File: config.mk
export PLATFORM = sky130hd
export DESIGN_NAME = apple_memory
export DESIGN_NICKNAME = d
export VERILOG_FILES = /design/src/hw/a2mem_pkg.sv /design/src/hw/apple_memory.sv /design/src/hw/shadow_writer.sv /design/src/hw/switch_tracker.sv /design/src/hw/bus_capture.sv
export VERILOG_INCLUDE_DIRS = /design/src /design/src/hw
export SDC_FILE = /design/constraint.sdc
export NUM_CORES = 1
export LEC_CHECK = 0
export BUFFER_PORTS_ARGS = -buffer_cell sky130_fd_sc_hd__buf_4
export CAP_MARGIN = 40
export CORE_MARGIN = 2
export CORE_UTILIZATION = 56
export DETAILED_ROUTE_END_ITERATION = 10
export GPL_TIMING_DRIVEN = 0
export PLACE_DENSITY = 0.82
export SLEW_MARGIN = 25
export SYNTH_ARGS = -nofsm -noshare
export SYNTH_HDL_FRONTEND = slang
export SYNTH_SLANG_ARGS = --single-unit
File: constraint.sdc
create_clock -name a2bus_if -period 4.9 [get_ports a2bus_if]
set_input_delay 0.49 -clock a2bus_if [delete_from_list [all_inputs] [get_ports a2bus_if]]
set_output_delay 0.49 -clock a2bus_if [all_outputs]
set_load 0.1 [all_outputs]
File: src/hw/a2mem_settings.svh
// Soft switch addresses, shadow address ranges and the shadow-all option

`ifndef A2MEM_SETTINGS_SVH
`define A2MEM_SETTINGS_SVH

// --------------------------------------------------------------------------
// Shadow policy
// --------------------------------------------------------------------------

// 1 shadows every bus write, 0 shadows only the video areas below
`define A2_SHADOW_ALL       1'b0

// Text and lores pages 1 and 2
`define A2_TEXT_LO          16'h0400
`define A2_TEXT_HI          16'h0BFF

// Hires pages 1 and 2
`define A2_HIRES_LO         16'h2000
`define A2_HIRES_HI         16'h5FFF

// --------------------------------------------------------------------------
// Soft switch decode
// --------------------------------------------------------------------------

// Page prefixes, compared against address bits 15:4
`define A2_PAGE_C00         12'hC00
`define A2_PAGE_C05         12'hC05

// Single addresses
`define A2_ADDR_STATEREG    16'hC068
`define A2_ADDR_KBD         16'hC000
`define A2_ADDR_KBDSTRB     16'hC010

`endif
File: src/hw/a2mem_pkg.sv
// Width typedefs and the packed structs passed between the shadow stages

package a2mem_pkg;

    // Apple II bus
    typedef logic [15:0] a2_addr_t;
    typedef logic [7:0]  a2_data_t;

    // SDRAM write port
    typedef logic [31:0] mem_word_t;
    typedef logic [20:0] mem_addr_t;
    typedef logic [3:0]  byte_en_t;

    // One bus cycle with its address class already decoded
    typedef struct packed {
        logic     valid;
        logic     write;
        logic     m2sel;        // High when the bus m2sel_n line was low
        logic     m2b0;
        a2_addr_t addr;
        a2_data_t data;
        logic     zp_or_rom;    // Pages 00-01 and C0-FF
        logic     text_page;    // Pages 04-07
        logic     hires_page;   // Pages 20-3F
        logic     shadow_range;
    } bus_cycle_t;

    // ][ switches first, then the //e switches
    typedef struct packed {
        logic text_mode;
        logic mixed_mode;
        logic page2;
        logic hires_mode;
        logic an0;
        logic an1;
        logic an2;
        logic an3;
        logic store80;
        logic ramrd;
        logic ramwrt;
        logic intcxrom;
        logic altzp;
        logic slotc3rom;
        logic col80;
        logic altchar;
    } switch_state_t;

    typedef struct packed {
        logic      wr;
        mem_addr_t addr;
        mem_word_t data;
        byte_en_t  byte_en;
    } shadow_req_t;

endpackage

File: src/hw/apple_memory.sv
// Top level: bus capture, switch tracking and shadow write stages in a chain

module apple_memory
    import a2mem_pkg::*;
(
    input  logic          a2bus_if,
    input  logic          reset_i,

    // Apple II bus
    input  logic          bus_strobe_i,
    input  logic          rw_n_i,
    input  logic          m2sel_n_i,
    input  logic          m2b0_i,
    input  a2_addr_t      addr_i,
    input  a2_data_t      data_i,

    // Machine state
    output switch_state_t switches_o,
    output a2_data_t      keycode_o,
    output logic          keypress_strobe_o,

    // SDRAM shadow port
    output shadow_req_t   shadow_req_o,
    output logic          aux_mem_o
);

    bus_cycle_t captured_cycle;
    bus_cycle_t tracked_cycle;

    bus_capture bus_capture_inst (
        .a2bus_if     (a2bus_if),
        .reset_i      (reset_i),
        .bus_strobe_i (bus_strobe_i),
        .rw_n_i       (rw_n_i),
        .m2sel_n_i    (m2sel_n_i),
        .m2b0_i       (m2b0_i),
        .addr_i       (addr_i),
        .data_i       (data_i),
        .cycle_o      (captured_cycle)
    );

    switch_tracker switch_tracker_inst (
        .a2bus_if          (a2bus_if),
        .reset_i           (reset_i),
        .cycle_i           (captured_cycle),
        .cycle_o           (tracked_cycle),
        .switches_o        (switches_o),
        .keycode_o         (keycode_o),
        .keypress_strobe_o (keypress_strobe_o)
    );

    shadow_writer shadow_writer_inst (
        .a2bus_if     (a2bus_if),
        .reset_i      (reset_i),
        .cycle_i      (tracked_cycle),
        .switches_i   (switches_o),
        .shadow_req_o (shadow_req_o),
        .aux_mem_o    (aux_mem_o)
    );

endmodule

File: src/hw/shadow_writer.sv
// Third stage: bank selection and the registered SDRAM shadow write request

module shadow_writer
    import a2mem_pkg::*;
(
    input  logic          a2bus_if,
    input  logic          reset_i,
    input  bus_cycle_t    cycle_i,
    input  switch_state_t switches_i,
    output shadow_req_t   shadow_req_o,
    output logic          aux_mem_o
);

    // switches_i already holds the update of the cycle now at cycle_i,
    // one more stage of delay gives the state the CPU saw at that cycle
    switch_state_t sw_q;

    logic      bank;
    logic      req_fire;
    logic      req_wr_q;
    logic      aux_q;
    mem_addr_t req_addr_q;
    mem_word_t req_data_q;
    byte_en_t  req_be_q;

    always_ff @(posedge a2bus_if) begin
        sw_q <= switches_i;
    end

    // ----------------------------------------------------------------------
    // Main / auxiliary bank select
    // ----------------------------------------------------------------------

    always_comb begin
        if (cycle_i.zp_or_rom) begin
            bank = sw_q.altzp;
        end else if (cycle_i.text_page) begin
            bank = (sw_q.store80 & sw_q.page2) | (~sw_q.store80 & sw_q.ramwrt);
        end else if (cycle_i.hires_page) begin
            bank = (sw_q.store80 & sw_q.page2 & sw_q.hires_mode) |
                   ((~sw_q.store80 | ~sw_q.hires_mode) & sw_q.ramwrt);
        end else begin
            bank = sw_q.ramwrt;
        end
    end

    assign req_fire = cycle_i.valid && cycle_i.write && cycle_i.m2sel && cycle_i.shadow_range;

    always_ff @(posedge a2bus_if) begin
        if (reset_i) begin
            req_wr_q <= 1'b0;
            aux_q    <= 1'b0;
        end else begin
            req_wr_q <= req_fire;
            if (req_fire) begin
                aux_q <= bank;
            end
        end
    end

    // Word holds two bytes per bank, lane = {addr[0], aux}
    always_ff @(posedge a2bus_if) begin
        if (req_fire) begin
            req_addr_q <= mem_addr_t'(cycle_i.addr[15:1]);
            req_data_q <= {4{cycle_i.data}};
            req_be_q   <= byte_en_t'(4'b0001 << {cycle_i.addr[0], bank | cycle_i.m2b0});
        end
    end

    assign shadow_req_o = '{
        wr:      req_wr_q,
        addr:    req_addr_q,
        data:    req_data_q,
        byte_en: req_be_q
    };

    assign aux_mem_o = aux_q;

    a_one_lane: assert property (
        @(posedge a2bus_if) disable iff (reset_i)
        shadow_req_o.wr |-> $onehot(shadow_req_o.byte_en)
    );

endmodule

File: src/hw/switch_tracker.sv
// Second stage: soft switch registers, keyboard latch and cycle forwarding

`include "a2mem_settings.svh"

module switch_tracker
    import a2mem_pkg::*;
(
    input  logic          a2bus_if,
    input  logic          reset_i,
    input  bus_cycle_t    cycle_i,
    output bus_cycle_t    cycle_o,
    output switch_state_t switches_o,
    output a2_data_t      keycode_o,
    output logic          keypress_strobe_o
);

    // Indexed by address bits 3:1, as on the real machine
    logic [7:0] sw_ii;
    logic [7:0] sw_iie;

    a2_data_t   keycode_q;
    logic       key_strobe_q;
    bus_cycle_t cycle_q;
    logic       valid_q;

    logic sw_cycle;
    logic hit_c05;
    logic hit_c00_wr;
    logic hit_state_wr;
    logic kbd_read;
    logic kbd_clear;

    // Switch decode only looks at motherboard cycles
    assign sw_cycle     = cycle_i.valid && cycle_i.m2sel;
    assign hit_c05      = cycle_i.addr[15:4] == `A2_PAGE_C05;
    assign hit_c00_wr   = cycle_i.write && (cycle_i.addr[15:4] == `A2_PAGE_C00);
    assign hit_state_wr = cycle_i.write && (cycle_i.addr == `A2_ADDR_STATEREG);

    assign kbd_read  = cycle_i.valid && !cycle_i.write && (cycle_i.addr == `A2_ADDR_KBD);
    assign kbd_clear = cycle_i.valid && (cycle_i.addr == `A2_ADDR_KBDSTRB);

    // ----------------------------------------------------------------------
    // Soft switches
    // ----------------------------------------------------------------------

    always_ff @(posedge a2bus_if) begin
        if (reset_i) begin
            // TEXT_MODE and AN3 come up set
            sw_ii  <= 8'b1000_0001;
            sw_iie <= 8'b0000_0000;
        end else if (sw_cycle) begin
            if (hit_c05) begin
                sw_ii[cycle_i.addr[3:1]] <= cycle_i.addr[0];
            end else if (hit_c00_wr) begin
                sw_iie[cycle_i.addr[3:1]] <= cycle_i.addr[0];
            end else if (hit_state_wr) begin
                // IIgs state register mirrors
                sw_ii[2]  <= cycle_i.data[6];
                sw_iie[1] <= cycle_i.data[5];
                sw_iie[2] <= cycle_i.data[4];
                sw_iie[3] <= cycle_i.data[0];
            end
        end
    end

    // ----------------------------------------------------------------------
    // Keyboard latch
    // ----------------------------------------------------------------------

    always_ff @(posedge a2bus_if) begin
        if (reset_i) begin
            keycode_q    <= '0;
            key_strobe_q <= 1'b0;
        end else begin
            key_strobe_q <= 1'b0;
            if (kbd_read && cycle_i.data[7] && !keycode_q[7]) begin
                keycode_q    <= cycle_i.data;
                key_strobe_q <= 1'b1;
            end else if (kbd_clear) begin
                keycode_q[7] <= 1'b0;
            end
        end
    end

    // Delay the cycle by one stage
    always_ff @(posedge a2bus_if) begin
        cycle_q <= cycle_i;
    end

    always_ff @(posedge a2bus_if) begin
        if (reset_i) begin
            valid_q <= 1'b0;
        end else begin
            valid_q <= cycle_i.valid;
        end
    end

    always_comb begin
        cycle_o       = cycle_q;
        cycle_o.valid = valid_q;
    end

    always_comb begin
        switches_o.text_mode  = sw_ii[0];
        switches_o.mixed_mode = sw_ii[1];
        switches_o.page2      = sw_ii[2];
        switches_o.hires_mode = sw_ii[3];
        switches_o.an0        = sw_ii[4];
        switches_o.an1        = sw_ii[5];
        switches_o.an2        = sw_ii[6];
        switches_o.an3        = sw_ii[7];
        switches_o.store80    = sw_iie[0];
        switches_o.ramrd      = sw_iie[1];
        switches_o.ramwrt     = sw_iie[2];
        switches_o.intcxrom   = sw_iie[3];
        switches_o.altzp      = sw_iie[4];
        switches_o.slotc3rom  = sw_iie[5];
        switches_o.col80      = sw_iie[6];
        switches_o.altchar    = sw_iie[7];
    end

    assign keycode_o         = keycode_q;
    assign keypress_strobe_o = key_strobe_q;

    // Latched bit 7 blocks a second key until C010 is touched
    a_single_keypress: assert property (
        @(posedge a2bus_if) disable iff (reset_i)
        keypress_strobe_o |=> !keypress_strobe_o
    );

endmodule

File: src/hw/bus_capture.sv
// First stage: registers a strobed bus cycle and classifies its address

`include "a2mem_settings.svh"

module bus_capture
    import a2mem_pkg::*;
(
    input  logic       a2bus_if,
    input  logic       reset_i,
    input  logic       bus_strobe_i,
    input  logic       rw_n_i,
    input  logic       m2sel_n_i,
    input  logic       m2b0_i,
    input  a2_addr_t   addr_i,
    input  a2_data_t   data_i,
    output bus_cycle_t cycle_o
);

    bus_cycle_t cycle_d;
    bus_cycle_t cycle_q;
    logic       valid_q;
    logic       in_text;
    logic       in_hires;

    // Shadow windows from the settings header
    assign in_text  = (addr_i >= `A2_TEXT_LO) && (addr_i <= `A2_TEXT_HI);
    assign in_hires = (addr_i >= `A2_HIRES_LO) && (addr_i <= `A2_HIRES_HI);

    always_comb begin
        cycle_d              = '0;
        cycle_d.valid        = bus_strobe_i;
        cycle_d.write        = !rw_n_i;
        cycle_d.m2sel        = !m2sel_n_i;
        cycle_d.m2b0         = m2b0_i;
        cycle_d.addr         = addr_i;
        cycle_d.data         = data_i;
        cycle_d.zp_or_rom    = (addr_i[15:9] == 7'b0000000) || (addr_i[15:14] == 2'b11);
        cycle_d.text_page    = (addr_i[15:10] == 6'b000001);
        cycle_d.hires_page   = (addr_i[15:13] == 3'b001);
        cycle_d.shadow_range = `A2_SHADOW_ALL || in_text || in_hires;
    end

    // Payload is only captured on a strobe
    always_ff @(posedge a2bus_if) begin
        if (bus_strobe_i) begin
            cycle_q <= cycle_d;
        end
    end

    always_ff @(posedge a2bus_if) begin
        if (reset_i) begin
            valid_q <= 1'b0;
        end else begin
            valid_q <= bus_strobe_i;
        end
    end

    always_comb begin
        cycle_o       = cycle_q;
        cycle_o.valid = valid_q;
    end

    // A valid cycle needs a fresh strobe behind it
    a_valid_needs_strobe: assert property (
        @(posedge a2bus_if) disable iff (reset_i)
        (cycle_o.valid && !bus_strobe_i) |=> !cycle_o.valid
    );

endmodule

After elaboration in Yosys (flattened, before gate mapping) --
Cells that the tools add are included.
Word-level totals: memories 0, bits in read-only memories 0, latch bits 0, flip-flop bits (word level) 147, word-level logic and storage cells 107, output and inout bits 84, memory bits (writable) 0, input bits 30
Operators by class: multiply operators 0, $lt $le $gt $ge 6, bitwise gates (word level) 11, shifts and indexed selects 1, eq/ne operators 9, add/sub/neg operators 0, muxes and demuxes 15, div/mod/pow operators 0, reductions and logical operators 28
Operators with widths (count):
- 16-bit equality test, second input constant | 3
- 12-bit equality test, second input constant | 2
- 8-bit bitwise mux | 2
- 16-bit by 11-bit >= comparator with 1-bit output, second input constant | 1
- 16-bit by 14-bit >= comparator with 1-bit output, second input constant | 1
- 16-bit by 12-bit less-or-equal comparator with 1-bit output, second input constant | 1
- 16-bit by 15-bit less-or-equal comparator with 1-bit output, second input constant | 1
- 1-bit logical AND | 14
- 1-bit 2-to-1 mux | 10
- 3-bit AND reduction | 3
- 7-bit logical NOT | 1
- 6-bit by 1-bit equality test with 1-bit output, second input constant | 1
- 3-bit 2-to-1 mux | 2
- 2-bit nonzero test | 3
- 1-bit bitwise AND | 4
- 1-bit logical NOT | 4
- 3-bit by 4-bit < comparator with 1-bit output, second input constant | 1
- 1-bit OR | 4
- 1-bit by 2-bit << shifter with 4-bit output, first input constant | 1
- 1-bit demux with 3-bit select | 1
- 3-bit by 1-bit equality test with 1-bit output, second input constant | 1
- 3-bit by 1-bit >= comparator with 1-bit output, second input constant | 1
- 1-bit inverter | 3
- 2-bit equality test, second input constant | 1
- other kinds (3) | 4

Depth between registers and ports, before layout --
depth in word-level cells 9, depth in mapped cells 6, gate-level depth less buffers 5

Cells and area by module --
A second synthesis with hierarchy kept.
Unflattened totals: cell total of the unflattened synthesis 324, area, all modules 4375.4 um^2
Modules (own cells, without submodules):
- switch_tracker | times used 1, cells an instance 197, sequential area each 1141.1 um^2, area an instance 2049.5 um^2
- shadow_writer | times used 1, cells an instance 81, sequential area each 950.9 um^2, area an instance 1291.2 um^2
- bus_capture | times used 1, cells an instance 46, sequential area each 950.9 um^2, area an instance 1034.7 um^2

Worst setup path before layout --
No wires, ideal clock.
kind register to register, start point reg switch_tracker_inst.keycode_q[7], in the netlist switch_tracker_inst.keycode_o[7], end point reg switch_tracker_inst.keycode_q[0], in the netlist switch_tracker_inst.keycode_o[0], clock period less this slack 2058 ps, path slack 2842 ps, setup time 128 ps, path buffers 0, stages on the path, launching flop included 6, required time 4772 ps, arrival time 1930 ps, cells stage by stage dfxtp_1 > nor4b_1 > inv_1 > nor4_4 > mux2i_1 > nor2_1
On the way: cells in the longest elaborated chain, start to end 2
Ends and longest elaborated chain:
- start, declared | RTL line switch_tracker.sv:21 | a2_data_t keycode_q;
- start signal, assigned | RTL line switch_tracker.sv:77 | keycode_q <= cycle_i.data;
- 1-bit logical NOT | RTL line switch_tracker.sv:76 | if (kbd_read && cycle_i.data[7] && !keycode_q[7]) begin
- 1-bit logical AND | RTL line switch_tracker.sv:76
No other way between the ends. A chain may end at the register's enable or synchronous reset.

Final worst setup path --
start point reg bus_capture_inst.cycle_q (netlist bit bus_capture_inst.cycle_o[14]), end point reg switch_tracker_inst.keycode_q[5], in the netlist switch_tracker_inst.keycode_o[5]
On the way: cells in the longest elaborated chain, start to end 4
Ends and longest elaborated chain:
- start, declared | RTL line bus_capture.sv:20 | bus_cycle_t cycle_q;
- start signal, assigned | RTL line bus_capture.sv:46 | cycle_q <= cycle_d;
- 16-bit equality test (no line)
- 1-bit logical AND | RTL line switch_tracker.sv:39 | assign kbd_read = cycle_i.valid && !cycle_i.write && (cycle_i.addr == `A2_ADDR_KBD);
- 1-bit logical AND (2 in a row) | RTL line switch_tracker.sv:76
No other way between the ends.

==> flow_metrics.tcl <==
set metrics [dict create \
    critPathMaxStageDelay_ns 0.58 \
    route.final.wire_length_mm 8.779 \
    fin_skew_ns 0.005503 \
    outcome "finished clean" \
    synth_area_leaders "edfxtp_1 41%, dfxtp_1 30%, buf_4 5.6%" \
    critPathKind "reg -> reg" \
    antenna_found_initial 0 \
    n_antenna_cell 0 \
    die_y_microns 91.49 \
    vdd_ir_drop_max_v 0.0002964 \
    grt.total_usage_pct 22.02 \
    vias_per_cell 5.104 \
    synth.avg_cell_area_sq_um 13.52 \
    end_kind "flop" \
    layout.nets 478 \
    syn2layout_area_growth_pct 36.54 \
    synth.most_common_cell "dfxtp_1" \
    fp.coreArea_sq_um 7331 \
    clock_path_buffers 2 \
    ant_nets 0 \
    wl_per_cell_microns 15.68 \
    grt_max_degree 33 \
    grt_pass1_vias 2837 \
    cts_tree "done" \
    port_buffers 106 \
    final_hold_viol_count 0 \
    synth-edff-count 58 \
    cts_resized 0 \
    synth_ff_type "dfxtp_1" \
    finalCriticalPeriod_ns 2.272 \
    stdcell_count 560 \
    postCtsHoldBufs 0 \
    syn_inst 317 \
    synth_largest_area_cell "edfxtp_1" \
    synth_cell_types 47 \
    syn_area_sq_um 4287 \
    finalMaxSlewViolations 0 \
    clkTransAtPathRegs_ns 0.06 \
    power_mw 2.515 \
    grt-ovfl-total 0 \
    initial_utilization_pct 58.47 \
    numCtsBuffers 17 \
    clk_latency_ns 0.51 \
    initialDrtViolationCount 189 \
    synth_top_area_share_pct 40.63 \
    cap_viol_max_count 0 \
    rsz0062_at_grt "no" \
    ys_warn_count 0 \
    placed_area_sq_um 5240 \
    dr.pass1.iters 4 \
    gp_congestion 0.7963 \
    cts_htree_levels 4 \
    finalSetupViolations 0 \
    num_rows 31 \
    drive_above_1_share_pct 39.05 \
    ys_seq_area_share_pct 70.99 \
    ys_seq_elements 123 \
    num_vias 2858 \
    fin_tns_setup_ns 0 \
    cts_setup_buffers 0 \
    required_ns 5.27 \
    synthArstFlopShare_pct 0 \
    synthTopCellsByCount "65 x dfxtp_1, 58 x edfxtp_1, 32 x buf_4" \
    place_inst 528 \
    cp_data_arrival_time_ns 2.65 \
    timing.fmax_ghz 0.4402 \
    period_share_pct 46.36 \
    fin_util_pct 79.84 \
    grt_pass1_wl_mm 13.92 \
    final_area_sq_um 5853 \
    dieWidth_microns 91.49 \
    post-dp-hpwl_mm 5.780 \
    floorplan.die_area_sq_um 8370 \
    crit_buf_inv 1 \
    ios 114 \
    hp-class "in -> reg" \
    route.detailed.drc 0 \
    path_cells "clkbuf_1 > nor3_2 > nand4_2 > nor4_4 > mux2i_1 > nor2_1" \
    crit_family "simple AND/OR/NAND/NOR gates" \
    start_kind "flop" \
    cts.sinks 123 \
    critical_path.slowest_cell "nor4_4" \
    power_density_nw_per_um2 429.6 \
    r2r_slack_ns 2.63 \
    relSlewSlack_pct 51.34 \
    worst_pin_slew_ns 0.7244 \
    crit_fanout 9 \
    cts_root_buf "clkbuf_8" \
    leakagePower_nw 2.403 \
]
## cells in the final DEF, fill, tap and decap left out, drive strengths merged, types with 2 or more instances in the layout
cell,netlist,layout
nor3b,6,6
nand3,6,6
nor2,30,30
o21ai,7,7
o211a,2,2
nand2,11,11
nand4,6,6
or4,2,2
clkinv,0,8
buf,35,142
nand3b,5,5
a21oi,9,9
a211oi,2,2
nor3,10,10
nor4b,2,2
conb,1,6
a31oi,2,2
and2,2,2
dfxtp,65,65
inv,10,11
bufinv,0,4
clkbuf,5,23
edfxtp,58,58
nor4,4,4
nor2b,6,6
mux2i,15,15
## cell families after synthesis
group | after synthesis | share of synthesized area, %
mux | 15 | 3.503
xor+xnor | 1 | 0.2044
flops | 123 | 70.99
compound gates | 28 | 4.291
other cells | 1 | 0.08748
simple gates | 99 | 13.69
buf+inv | 50 | 7.239
## report_power, final
group          internal, mW  leakage (nW)  switching (mW)
registers              1.12          1.08          0.0231
clock network         0.827         0.299           0.436
logic                0.0344          1.02          0.0709
## flip-flops by register name, indices dropped and copies added, names as in the netlist, 5 cells and up
signal,flops
shadow_writer_inst.sw_q,5
switch_tracker_inst.keycode_o,8
switch_tracker_inst.cycle_o,31
shadow_writer_inst.req_data_q,8
shadow_writer_inst.req_addr_q,15
bus_capture_inst.cycle_o,31
switch_tracker_inst.sw_ii,8
switch_tracker_inst.sw_iie,8
## metal layers
metal  up-vias  track usage (%)  wire [microns]
li1       1365                -               -
met1      1353            25.26            3474
met2       125            37.68            4541
met3        15            7.137             627
met4         0            9.343             136
met5         -                0               0
## layout make-up
class                   instances  area [sq um]
flip-flops and latches        123          3043
clock buffers                  18         417.9
plain buffers                  40         272.8
multi-input cells             149         952.2
inverters                      10         37.54
clock inverters                14         195.2
well taps                      99         123.9
repair buffers                107         810.8
fillers                       411          1478
## metrics by stage
step	setup slack, ns	hold WS, ns
3_5_place_dp	2.661	0.3340
3_3_place_gp	2.757	0.3286
2_1_floorplan	2.842	0.3233
6_report	2.628	0.1508
4_1_cts	2.617	0.1349
5_1_grt	2.483	0.1304
## worst paths after layout
path                                      from                          endpoint  depth (start not counted)
hold / removal                       data_i[3]       bus_capture_inst.cycle_o[7]                          1
setup / recovery  bus_capture_inst.cycle_o[14]  switch_tracker_inst.keycode_o[5]                          6
hold reg to reg    bus_capture_inst.cycle_o[2]    switch_tracker_inst.cycle_o[2]                          0
setup reg to reg  bus_capture_inst.cycle_o[14]  switch_tracker_inst.keycode_o[5]                          6
Power figures use the tool's default switching activity.
